## src/logic/riscv_pkg.sv

```systemverilog
package riscv_pkg;

  // ----------------------------------------------------------
  // Data width
  // ----------------------------------------------------------
  localparam int XLEN = 32;

  // funct7 values used by OP and by the OP-IMM shifts
  localparam logic [6:0] F7_BASE = 7'b000_0000;
  localparam logic [6:0] F7_ALT  = 7'b010_0000;

  // ----------------------------------------------------------
  // Major opcodes
  // ----------------------------------------------------------
  // Only integer computational forms, anything else is illegal
  typedef enum logic [6:0] {
    OP     = 7'b011_0011,
    OP_IMM = 7'b001_0011,
    LUI    = 7'b011_0111,
    AUIPC  = 7'b001_0111
  } opcode_e;

  // ----------------------------------------------------------
  // funct3 for OP and OP-IMM
  // ----------------------------------------------------------
  typedef enum logic [2:0] {
    ADD_SUB = 3'b000,
    SLL     = 3'b001,
    SLT     = 3'b010,
    SLTU    = 3'b011,
    XOR     = 3'b100,
    SRL_SRA = 3'b101,
    OR      = 3'b110,
    AND     = 3'b111
  } funct3_e;

endpackage

```

## src/logic/core_pkg.sv

```systemverilog
package core_pkg;

  // ----------------------------------------------------------
  // Register file addressing
  // ----------------------------------------------------------
  localparam int REG_ADR_W = 5;

  // ----------------------------------------------------------
  // ALU operations
  // ----------------------------------------------------------
  // SUB is ALU_ADD with op2 negated in decode
  typedef enum logic [3:0] {
    ALU_ADD  = 4'd0,
    ALU_SLL  = 4'd1,
    ALU_SLT  = 4'd2,
    ALU_SLTU = 4'd3,
    ALU_XOR  = 4'd4,
    ALU_SRL  = 4'd5,
    ALU_SRA  = 4'd6,
    ALU_OR   = 4'd7,
    ALU_AND  = 4'd8
  } alu_op_e;

endpackage

```

## src/logic/decoder.sv

```systemverilog
module decoder import riscv_pkg::*, core_pkg::*; (
  input  logic [XLEN-1:0]      instr_i,
  output logic                 illegal_o,
  output logic                 rd_v_o,
  output logic [REG_ADR_W-1:0] rd_o,
  output logic                 rs1_v_o,
  output logic [REG_ADR_W-1:0] rs1_adr_o,
  output logic                 rs2_v_o,
  output logic [REG_ADR_W-1:0] rs2_adr_o,
  output logic                 auipc_o,
  output logic                 rs2_is_imm_o,
  output logic [XLEN-1:0]      imm_o,
  output logic                 unsign_o,
  output alu_op_e              alu_op_o,
  output logic                 rs2_neg_o
);

  opcode_e         opcode;
  funct3_e         funct3;
  logic [6:0]      funct7;
  logic            f7_base;
  logic            f7_alt;
  logic [XLEN-1:0] imm_i_type;
  logic [XLEN-1:0] imm_u_type;
  logic            legal;
  logic            rd_v;
  logic            rs1_v;
  logic            rs2_v;

  // ----------------------------------------------------------
  // Field extraction
  // ----------------------------------------------------------
  assign opcode  = opcode_e'(instr_i[6:0]);
  assign funct3  = funct3_e'(instr_i[14:12]);
  assign funct7  = instr_i[31:25];
  assign f7_base = (funct7 == F7_BASE);
  assign f7_alt  = (funct7 == F7_ALT);

  assign rd_o      = instr_i[11:7];
  assign rs1_adr_o = instr_i[19:15];
  assign rs2_adr_o = instr_i[24:20];

  assign imm_i_type = {{(XLEN-12){instr_i[31]}}, instr_i[31:20]};
  assign imm_u_type = {instr_i[31:12], 12'b0};

  // ----------------------------------------------------------
  // Instruction class and legality
  // ----------------------------------------------------------
  always_comb begin
    legal        = 1'b0;
    rd_v         = 1'b0;
    rs1_v        = 1'b0;
    rs2_v        = 1'b0;
    auipc_o      = 1'b0;
    rs2_is_imm_o = 1'b0;
    imm_o        = '0;
    case (opcode)
      OP: begin
        // Alternate funct7 only for SUB and SRA
        legal = f7_base | (f7_alt & ((funct3 == ADD_SUB) || (funct3 == SRL_SRA)));
        rd_v  = 1'b1;
        rs1_v = 1'b1;
        rs2_v = 1'b1;
      end
      OP_IMM: begin
        // Shift immediates keep funct7 in the upper bits
        if (funct3 == SLL) begin
          legal = f7_base;
        end else if (funct3 == SRL_SRA) begin
          legal = f7_base | f7_alt;
        end else begin
          legal = 1'b1;
        end
        rd_v         = 1'b1;
        rs1_v        = 1'b1;
        rs2_is_imm_o = 1'b1;
        imm_o        = imm_i_type;
      end
      LUI: begin
        legal        = 1'b1;
        rd_v         = 1'b1;
        rs2_is_imm_o = 1'b1;
        imm_o        = imm_u_type;
      end
      AUIPC: begin
        legal        = 1'b1;
        rd_v         = 1'b1;
        auipc_o      = 1'b1;
        rs2_is_imm_o = 1'b1;
        imm_o        = imm_u_type;
      end
      default: ;
    endcase
  end

  assign illegal_o = ~legal;
  assign rd_v_o    = rd_v & legal;
  assign rs1_v_o   = rs1_v & legal;
  assign rs2_v_o   = rs2_v & legal;

  // ----------------------------------------------------------
  // ALU operation select
  // ----------------------------------------------------------
  always_comb begin
    alu_op_o  = ALU_ADD;
    unsign_o  = 1'b0;
    rs2_neg_o = 1'b0;
    if ((opcode == OP) || (opcode == OP_IMM)) begin
      case (funct3)
        ADD_SUB: rs2_neg_o = (opcode == OP) & f7_alt;
        SLL:     alu_op_o  = ALU_SLL;
        SLT: begin
          alu_op_o  = ALU_SLT;
          rs2_neg_o = 1'b1;
        end
        SLTU: begin
          alu_op_o  = ALU_SLTU;
          rs2_neg_o = 1'b1;
          unsign_o  = 1'b1;
        end
        XOR:     alu_op_o = ALU_XOR;
        SRL_SRA: alu_op_o = f7_alt ? ALU_SRA : ALU_SRL;
        OR:      alu_op_o = ALU_OR;
        AND:     alu_op_o = ALU_AND;
        default: ;
      endcase
    end
  end

endmodule

```

## src/logic/dec.sv

```systemverilog
module dec import riscv_pkg::*, core_pkg::*; (
  input  logic                 clk,
  input  logic                 reset_n,
  // Instruction feed
  input  logic                 instr_v_i,
  input  logic [XLEN-1:0]      instr_i,
  input  logic [XLEN-1:0]      pc_i,
  input  logic                 flush_i,
  // Register file read ports
  output logic [REG_ADR_W-1:0] rf_rs1_adr_o,
  input  logic [XLEN-1:0]      rf_rs1_data_i,
  output logic [REG_ADR_W-1:0] rf_rs2_adr_o,
  input  logic [XLEN-1:0]      rf_rs2_data_i,
  // Forward from execute
  input  logic                 exe_ff_v_i,
  input  logic [REG_ADR_W-1:0] exe_ff_rd_adr_i,
  input  logic [XLEN-1:0]      exe_ff_data_i,
  // Forward from write-back
  input  logic                 wb_ff_v_i,
  input  logic [REG_ADR_W-1:0] wb_ff_rd_adr_i,
  input  logic [XLEN-1:0]      wb_ff_data_i,
  // To execute
  output logic                 illegal_q_o,
  output logic                 instr_v_q_o,
  output logic                 rd_v_q_o,
  output logic [REG_ADR_W-1:0] rd_adr_q_o,
  output logic [XLEN:0]        op1_q_o,
  output logic [XLEN:0]        op2_q_o,
  output alu_op_e              alu_op_q_o
);

  logic                 illegal;
  logic                 rd_v;
  logic [REG_ADR_W-1:0] rd_adr;
  logic                 rs1_v;
  logic                 rs2_v;
  logic                 auipc;
  logic                 rs2_is_imm;
  logic [XLEN-1:0]      imm;
  logic                 unsign;
  alu_op_e              alu_op;
  logic                 rs2_neg;
  logic                 exe_rs1_hit;
  logic                 exe_rs2_hit;
  logic                 wb_rs1_hit;
  logic                 wb_rs2_hit;
  logic [XLEN-1:0]      rs1_fwd;
  logic [XLEN-1:0]      rs2_fwd;
  logic [XLEN-1:0]      op1;
  logic [XLEN-1:0]      op2;
  logic [XLEN:0]        op2_ext;
  logic                 instr_v;

  decoder u_decoder (
    .instr_i      (instr_i),
    .illegal_o    (illegal),
    .rd_v_o       (rd_v),
    .rd_o         (rd_adr),
    .rs1_v_o      (rs1_v),
    .rs1_adr_o    (rf_rs1_adr_o),
    .rs2_v_o      (rs2_v),
    .rs2_adr_o    (rf_rs2_adr_o),
    .auipc_o      (auipc),
    .rs2_is_imm_o (rs2_is_imm),
    .imm_o        (imm),
    .unsign_o     (unsign),
    .alu_op_o     (alu_op),
    .rs2_neg_o    (rs2_neg)
  );

  // ----------------------------------------------------------
  // Operand forwarding, execute before write-back before RF
  // ----------------------------------------------------------
  assign exe_rs1_hit = exe_ff_v_i & (exe_ff_rd_adr_i != '0) & (exe_ff_rd_adr_i == rf_rs1_adr_o);
  assign exe_rs2_hit = exe_ff_v_i & (exe_ff_rd_adr_i != '0) & (exe_ff_rd_adr_i == rf_rs2_adr_o);
  assign wb_rs1_hit  = wb_ff_v_i & (wb_ff_rd_adr_i != '0) & (wb_ff_rd_adr_i == rf_rs1_adr_o);
  assign wb_rs2_hit  = wb_ff_v_i & (wb_ff_rd_adr_i != '0) & (wb_ff_rd_adr_i == rf_rs2_adr_o);

  assign rs1_fwd = exe_rs1_hit ? exe_ff_data_i : wb_rs1_hit ? wb_ff_data_i : rf_rs1_data_i;
  assign rs2_fwd = exe_rs2_hit ? exe_ff_data_i : wb_rs2_hit ? wb_ff_data_i : rf_rs2_data_i;

  // ----------------------------------------------------------
  // Operand qualification
  // ----------------------------------------------------------
  // LUI has neither rs1 nor PC, so op1 falls to zero
  assign op1 = auipc ? pc_i : (rs1_v ? rs1_fwd : '0);
  assign op2 = rs2_is_imm ? imm : (rs2_v ? rs2_fwd : '0);

  assign op2_ext = {~unsign & op2[XLEN-1], op2};

  // Flush drops the instruction entering decode
  assign instr_v = instr_v_i & ~flush_i;

  always_ff @(posedge clk, negedge reset_n) begin
    if (!reset_n) begin
      illegal_q_o <= 1'b0;
      instr_v_q_o <= 1'b0;
      rd_v_q_o    <= 1'b0;
      rd_adr_q_o  <= '0;
      op1_q_o     <= '0;
      op2_q_o     <= '0;
      alu_op_q_o  <= ALU_ADD;
    end else begin
      illegal_q_o <= instr_v & illegal;
      instr_v_q_o <= instr_v;
      rd_v_q_o    <= instr_v & rd_v;
      rd_adr_q_o  <= rd_adr;
      op1_q_o     <= {~unsign & op1[XLEN-1], op1};
      // Two's complement for SUB and the compares
      op2_q_o     <= rs2_neg ? (~op2_ext + 1'b1) : op2_ext;
      alu_op_q_o  <= alu_op;
    end
  end

endmodule

```

## src/logic/reg_file.sv

```systemverilog
module reg_file import riscv_pkg::*, core_pkg::*; (
  input  logic                 clk,
  input  logic                 reset_n,
  input  logic [REG_ADR_W-1:0] rs1_adr_i,
  output logic [XLEN-1:0]      rs1_data_o,
  input  logic [REG_ADR_W-1:0] rs2_adr_i,
  output logic [XLEN-1:0]      rs2_data_o,
  input  logic                 wr_v_i,
  input  logic [REG_ADR_W-1:0] wr_adr_i,
  input  logic [XLEN-1:0]      wr_data_i
);

  // x1 to x31, x0 has no storage
  logic [XLEN-1:0] regs [1:2**REG_ADR_W-1];

  always_ff @(posedge clk, negedge reset_n) begin
    if (!reset_n) begin
      for (int i = 1; i < 2**REG_ADR_W; i++) begin
        regs[i] <= '0;
      end
    end else if (wr_v_i && (wr_adr_i != '0)) begin
      regs[wr_adr_i] <= wr_data_i;
    end
  end

  // Combinational reads
  assign rs1_data_o = (rs1_adr_i == '0) ? '0 : regs[rs1_adr_i];
  assign rs2_data_o = (rs2_adr_i == '0) ? '0 : regs[rs2_adr_i];

endmodule

```

## src/logic/exe.sv

```systemverilog
module exe import riscv_pkg::*, core_pkg::*; (
  input  logic                 clk,
  input  logic                 reset_n,
  // From decode
  input  logic                 v_i,
  input  logic                 rd_v_i,
  input  logic [REG_ADR_W-1:0] rd_adr_i,
  input  logic [XLEN:0]        op1_i,
  input  logic [XLEN:0]        op2_i,
  input  alu_op_e              alu_op_i,
  // Forward of the current result
  output logic                 ff_v_o,
  output logic [REG_ADR_W-1:0] ff_rd_adr_o,
  output logic [XLEN-1:0]      ff_data_o,
  // Write-back register
  output logic                 wb_v_q_o,
  output logic [REG_ADR_W-1:0] wb_rd_adr_q_o,
  output logic [XLEN-1:0]      wb_data_q_o
);

  logic [XLEN:0]   sum;
  logic [4:0]      shamt;
  logic [XLEN:0]   sra_res;

  // ----------------------------------------------------------
  // ALU
  // ----------------------------------------------------------
  // op2 already negated for SUB, SLT and SLTU
  assign sum     = op1_i + op2_i;
  assign shamt   = op2_i[4:0];
  // op1 carries its sign in bit 32 for SRA
  assign sra_res = $signed(op1_i) >>> shamt;

  always_comb begin
    case (alu_op_i)
      ALU_ADD:  ff_data_o = sum[XLEN-1:0];
      ALU_SLL:  ff_data_o = op1_i[XLEN-1:0] << shamt;
      ALU_SLT,
      ALU_SLTU: ff_data_o = {{(XLEN-1){1'b0}}, sum[XLEN]};
      ALU_XOR:  ff_data_o = op1_i[XLEN-1:0] ^ op2_i[XLEN-1:0];
      ALU_SRL:  ff_data_o = op1_i[XLEN-1:0] >> shamt;
      ALU_SRA:  ff_data_o = sra_res[XLEN-1:0];
      ALU_OR:   ff_data_o = op1_i[XLEN-1:0] | op2_i[XLEN-1:0];
      ALU_AND:  ff_data_o = op1_i[XLEN-1:0] & op2_i[XLEN-1:0];
      default:  ff_data_o = '0;
    endcase
  end

  assign ff_v_o      = v_i & rd_v_i;
  assign ff_rd_adr_o = rd_adr_i;

  // ----------------------------------------------------------
  // Write-back register
  // ----------------------------------------------------------
  always_ff @(posedge clk, negedge reset_n) begin
    if (!reset_n) begin
      wb_v_q_o      <= 1'b0;
      wb_rd_adr_q_o <= '0;
      wb_data_q_o   <= '0;
    end else begin
      wb_v_q_o      <= ff_v_o;
      wb_rd_adr_q_o <= ff_rd_adr_o;
      wb_data_q_o   <= ff_data_o;
    end
  end

endmodule

```

## src/logic/core_top.sv

```systemverilog
module core_top import riscv_pkg::*, core_pkg::*; (
  input  logic                 clk,
  input  logic                 reset_n,
  input  logic                 instr_v_i,
  input  logic [XLEN-1:0]      instr_i,
  input  logic [XLEN-1:0]      pc_i,
  input  logic                 flush_i,
  output logic                 illegal_o,
  output logic                 wb_v_o,
  output logic [REG_ADR_W-1:0] wb_rd_o,
  output logic [XLEN-1:0]      wb_data_o
);

  logic [REG_ADR_W-1:0] rf_rs1_adr;
  logic [REG_ADR_W-1:0] rf_rs2_adr;
  logic [XLEN-1:0]      rf_rs1_data;
  logic [XLEN-1:0]      rf_rs2_data;
  logic                 ex_v;
  logic                 ex_rd_v;
  logic [REG_ADR_W-1:0] ex_rd_adr;
  logic [XLEN:0]        ex_op1;
  logic [XLEN:0]        ex_op2;
  alu_op_e              ex_op;
  logic                 exe_ff_v;
  logic [REG_ADR_W-1:0] exe_ff_rd_adr;
  logic [XLEN-1:0]      exe_ff_data;
  logic                 wb_v;
  logic [REG_ADR_W-1:0] wb_rd_adr;
  logic [XLEN-1:0]      wb_data;

  // ----------------------------------------------------------
  // Decode
  // ----------------------------------------------------------
  dec u_dec (
    .clk             (clk),
    .reset_n         (reset_n),
    .instr_v_i       (instr_v_i),
    .instr_i         (instr_i),
    .pc_i            (pc_i),
    .flush_i         (flush_i),
    .rf_rs1_adr_o    (rf_rs1_adr),
    .rf_rs1_data_i   (rf_rs1_data),
    .rf_rs2_adr_o    (rf_rs2_adr),
    .rf_rs2_data_i   (rf_rs2_data),
    .exe_ff_v_i      (exe_ff_v),
    .exe_ff_rd_adr_i (exe_ff_rd_adr),
    .exe_ff_data_i   (exe_ff_data),
    .wb_ff_v_i       (wb_v),
    .wb_ff_rd_adr_i  (wb_rd_adr),
    .wb_ff_data_i    (wb_data),
    .illegal_q_o     (illegal_o),
    .instr_v_q_o     (ex_v),
    .rd_v_q_o        (ex_rd_v),
    .rd_adr_q_o      (ex_rd_adr),
    .op1_q_o         (ex_op1),
    .op2_q_o         (ex_op2),
    .alu_op_q_o      (ex_op)
  );

  // Written from the write-back register
  reg_file u_reg_file (
    .clk        (clk),
    .reset_n    (reset_n),
    .rs1_adr_i  (rf_rs1_adr),
    .rs1_data_o (rf_rs1_data),
    .rs2_adr_i  (rf_rs2_adr),
    .rs2_data_o (rf_rs2_data),
    .wr_v_i     (wb_v),
    .wr_adr_i   (wb_rd_adr),
    .wr_data_i  (wb_data)
  );

  // ----------------------------------------------------------
  // Execute
  // ----------------------------------------------------------
  exe u_exe (
    .clk           (clk),
    .reset_n       (reset_n),
    .v_i           (ex_v),
    .rd_v_i        (ex_rd_v),
    .rd_adr_i      (ex_rd_adr),
    .op1_i         (ex_op1),
    .op2_i         (ex_op2),
    .alu_op_i      (ex_op),
    .ff_v_o        (exe_ff_v),
    .ff_rd_adr_o   (exe_ff_rd_adr),
    .ff_data_o     (exe_ff_data),
    .wb_v_q_o      (wb_v),
    .wb_rd_adr_q_o (wb_rd_adr),
    .wb_data_q_o   (wb_data)
  );

  assign wb_v_o    = wb_v;
  assign wb_rd_o   = wb_rd_adr;
  assign wb_data_o = wb_data;

endmodule

```

## config.mk

```make
export PLATFORM = sky130hd
export DESIGN_NAME = core_top
export DESIGN_NICKNAME = d
export VERILOG_FILES = /design/src/logic/riscv_pkg.sv /design/src/logic/core_pkg.sv /design/src/logic/decoder.sv /design/src/logic/dec.sv /design/src/logic/reg_file.sv /design/src/logic/exe.sv /design/src/logic/core_top.sv
export SDC_FILE = /design/constraint.sdc
export NUM_CORES = 2
export LEC_CHECK = 0
export ABC_CLOCK_PERIOD_IN_PS = 9030
export BUFFER_PORTS_ARGS = -buffer_cell sky130_fd_sc_hd__buf_4
export CELL_PAD_IN_SITES_DETAIL_PLACEMENT = 1
export CELL_PAD_IN_SITES_GLOBAL_PLACEMENT = 2
export CORE_MARGIN = 5
export CORE_UTILIZATION = 49
export DETAILED_ROUTE_END_ITERATION = 16
export HOLD_SLACK_MARGIN = 0.05
export PLACE_DENSITY = 0.95
export SYNTH_ARGS = -nofsm -noshare
export SYNTH_HDL_FRONTEND = slang
export SYNTH_SLANG_ARGS = --single-unit
```

## constraint.sdc

```tcl
create_clock -name clk -period 9.03 [get_ports clk]
set_input_delay 0.903 -clock clk [delete_from_list [all_inputs] [get_ports clk]]
set_output_delay 0.903 -clock clk [all_outputs]
set_load 0.02 [all_outputs]
```

==> impl_results.md <==
* Final Setup Violations at 0
* Max Clock Skew at 54.35 ps
* Count of warnings emitted by yosys at 0
* Fmax achieved at 171.1 MHz
* Root Buffer: sky130_fd_sc_hd__clkbuf_16
* Worst vdd rail ir drop at 0.0001506 V
* Die outline width at 384.6 um
* DIE AREA at 147,900 um2
* Maximum level of the CTS H-tree at 3
* Number of gates resized after cts at 0
* Req. time, crit path at 9640 ps
* Area added between synthesis and finish at 9.638%
* Syn Nets at 5,584
* Initial Util at 49.29%
* Count of buffers added by post-CTS timing repair for setup at 0
* Element type at the critical path start: register
* Vias per cell at 7.743
* Total negative slack at 0 ps
* Critical setup path kind: reg -> reg
* Flip-flop and latch count after synthesis at 1,108
* Worst EP arrival at 6460 ps
* Highest-delay cell along the critical path: sky130_fd_sc_hd__a21oi_1
* Buf/Inv on CP at 4
* Maximum net fanout on the critical path at 64
* Worst slew slack as a fraction of its limit at 11.68%
* Number of max-cap violations at 0
* Clock Pin Slew Worst Setup and Hold Paths at 60 ps
* Cell Chain, Critical Path: buf_12, inv_1, buf_4, fa_1, nor2b_1, o2111ai_1, a21oi_1, o21ai_0, nand3_1, nand3_1, o211ai_1, and2_1, ha_1, o21ai_0, nor3b_1, buf_4, and4b_1, and4_1, o22ai_1
* CTS tree: yes
* Hold WC Path Type: in -> async
* Number of routed nets with antenna violations at 0
* Pwr Total at 11.14 mW
* Wire length per cell after detailed routing at 42.56 um
* Total Routing Usage GR at 41.30%
* Leading cell type in the layout, fill and taps excluded: sky130_fd_sc_hd__dfrtp_1
* Top-Level Pins at 107
* Setup repair after global routing missed its margin: no
* First-pass detailed-route iteration total at 7
* Number of antenna violations at the first check in global routing at 14
* Num CTS Buffers at 116
* Max incr delay on CP at 670 ps
* Largest delay contributor family on the critical path: compound AO/OA/AOI/OAI gates
* Clock latency at the later pin of the worst-skew pair at 790 ps
* Share of synthesized flip-flops with an asynchronous set or reset at 100.0%
* Nets at 5,416
* Area of the core at 139,500 um2
* Critical R2R Launch: u_dec.op2_q_o[1]
* Seq/Total Area, Yosys at 40.32%
* Slew at the pin closest to its max-slew limit at 1325 ps
* Final Hold Vio Count at 0
* Post-route clock period utilization at 64.74%
* Count of distinct cell types in the synthesized netlist at 117
* Overall routed net length at 309.2 mm
* Initial drt markers at 8,237
* Result of the run: complete, no violations
* Crit path time final at 5846 ps
* Detailed placer's ending HPWL at 193.2 mm
* Post-synth EDFFs at 0
* Total overflow reported by the global router at 0
* Gpl congestion at 1.006
* Beginning of the critical path: u_dec.op2_q_o[1]
* Count of hold-fix buffers inserted at cts at 0
* Number of global-route vias before repair at 59,590
* FP Rows at 137
* Bufs on Longest Clock Path at 3
* Final Max Slew Viols at 0
* Remaining DRCs at 0
* WHS at 147.0 ps
* First-pass GRT wire length at 442.8 mm
* Buffers on Ports at 106
* Largest net degree at the start of global routing at 185
* Most used flip-flop cell after synthesis: sky130_fd_sc_hd__dfrtp_1
* Core occupancy in the finished layout at 54.04%
* Commonest non-fill, non-tap cells in the layout: sky130_fd_sc_hd__dfrtp_1 (1,104), sky130_fd_sc_hd__mux2_2 (1,075), sky130_fd_sc_hd__mux4_2 (534)
* Gate count after technology mapping at 5,449
* Power per cell area at 147.7 nW/um2
* Mapped cell area at 68,770 um2
* Category of the worst setup path capture point: register
* Syn_area_per_cell at 12.62 um2
* Static Leak at 32.96 nW
* Clk sinks at 1,108
* Vias at 56,250
* Proportion of layout cells with a drive suffix above 1 at 41.24%
* Height of the chip at 384.6 um
-- final timing paths --
path,endpoint,slack [ps],depth (start not counted)
max reg2reg,u_dec.op2_q_o[32],3180,19
min,u_reg_file.regs[426],150,1
min reg2reg,u_reg_file.regs[574],530,1
min in group clk,u_dec.rd_adr_q_o[0],220,1
max in group asynchronous,u_exe.wb_rd_adr_q_o[3],6350,3
max,u_dec.op2_q_o[32],3180,19
-- report_power, final --
part           internal, mW  switching (mW)
logic                 0.203           0.526
clock network          3.13            2.29
registers              4.97          0.0192
-- through the flow --
stage / cell area, um2 / cells / setup WS [ps]
3_5_place_dp: 71140 / 7039 / 3082
4_1_cts: 75380 / 7257 / 3229
2_1_floorplan: 68770 / 5449 / 4096
5_1_grt: 75380 / 7257 / 2931
6_report: 75400 / 7265 / 3184
3_3_place_gp: 71140 / 7039 / 3234
-- registers in the layout, summed over array words and instances, names as in the netlist --
register and flops:
u_dec.instr_v_q_o 1, u_exe.wb_v_q_o 1, u_dec.rd_v_q_o 1, u_dec.alu_op_q_o 4
u_dec.op2_q_o 33, u_exe.wb_data_q_o 32, u_reg_file.regs 992, u_dec.op1_q_o 33
u_exe.wb_rd_adr_q_o 5, u_dec.illegal_q_o 1, u_dec.rd_adr_q_o 5
-- layer usage --
layer / share of wire (%) / vias up / wire [um] / GRT usage (%)
met5: 0.018 / - / 55 / 0.03307
met4: 9.3 / 8 / 28750 / 29.96
met3: 12 / 1706 / 36170 / 13.05
met2: 44 / 4717 / 136400 / 62.30
met1: 35 / 29150 / 107800 / 50.14
li1: - / 20670 / - / -
-- Yosys cell counts (all sizes together) (14+ instances only) --
master,n,share of area [%]
dfrtp,1108,40
mux2,1083,18
mux4,534,17
clkbuf,342,1.9
nand2,272,1.5
buf,217,1.7
mux2i,182,2.7
nor2,172,0.94
o21ai,159,1.2
a21oi,140,1.0
o22ai,88,0.81
inv,82,0.45
o211ai,74,0.82
ha,66,1.2
nand3,60,0.46
a22oi,56,0.62
nor3,56,0.45
a22o,46,0.59
nand4,44,0.40
a221oi,38,0.49
xnor2,38,0.49
a211oi,35,0.40
or3,34,0.32
nor2b,33,0.30
nor4,33,0.36
nand2b,29,0.26
and2,26,0.24
or2,25,0.23
a31oi,23,0.21
nand3b,23,0.25
xor2,22,0.28
a21o,19,0.21
o31ai,18,0.21
o21a,17,0.19
o2111ai,15,0.19
or4,15,0.17
a211o,14,0.18
o221ai,14,0.18
-- logic make-up after synthesis --
logic type / after synthesis / share of synthesized area, %
simple gates: 890 / 6.747
compound gates: 881 / 8.992
fa+ha+maj: 67 / 1.230
xor+xnor: 60 / 0.7751
flops: 1108 / 40.32
buf+inv: 644 / 4.039
mux: 1799 / 37.90
-- final cells by class --
cell class,instances,area (um2)
antenna,8,20.02
clock inverter,55,785.8
inverter,85,319.1
sequential,1108,27740
tap,1876,2347
multi-input combinational,3697,38520
clock buffer,163,3453
fill,13620,64140
timing repair buffer,273,2216
Note: power is estimated with default switching activity, not from simulation.
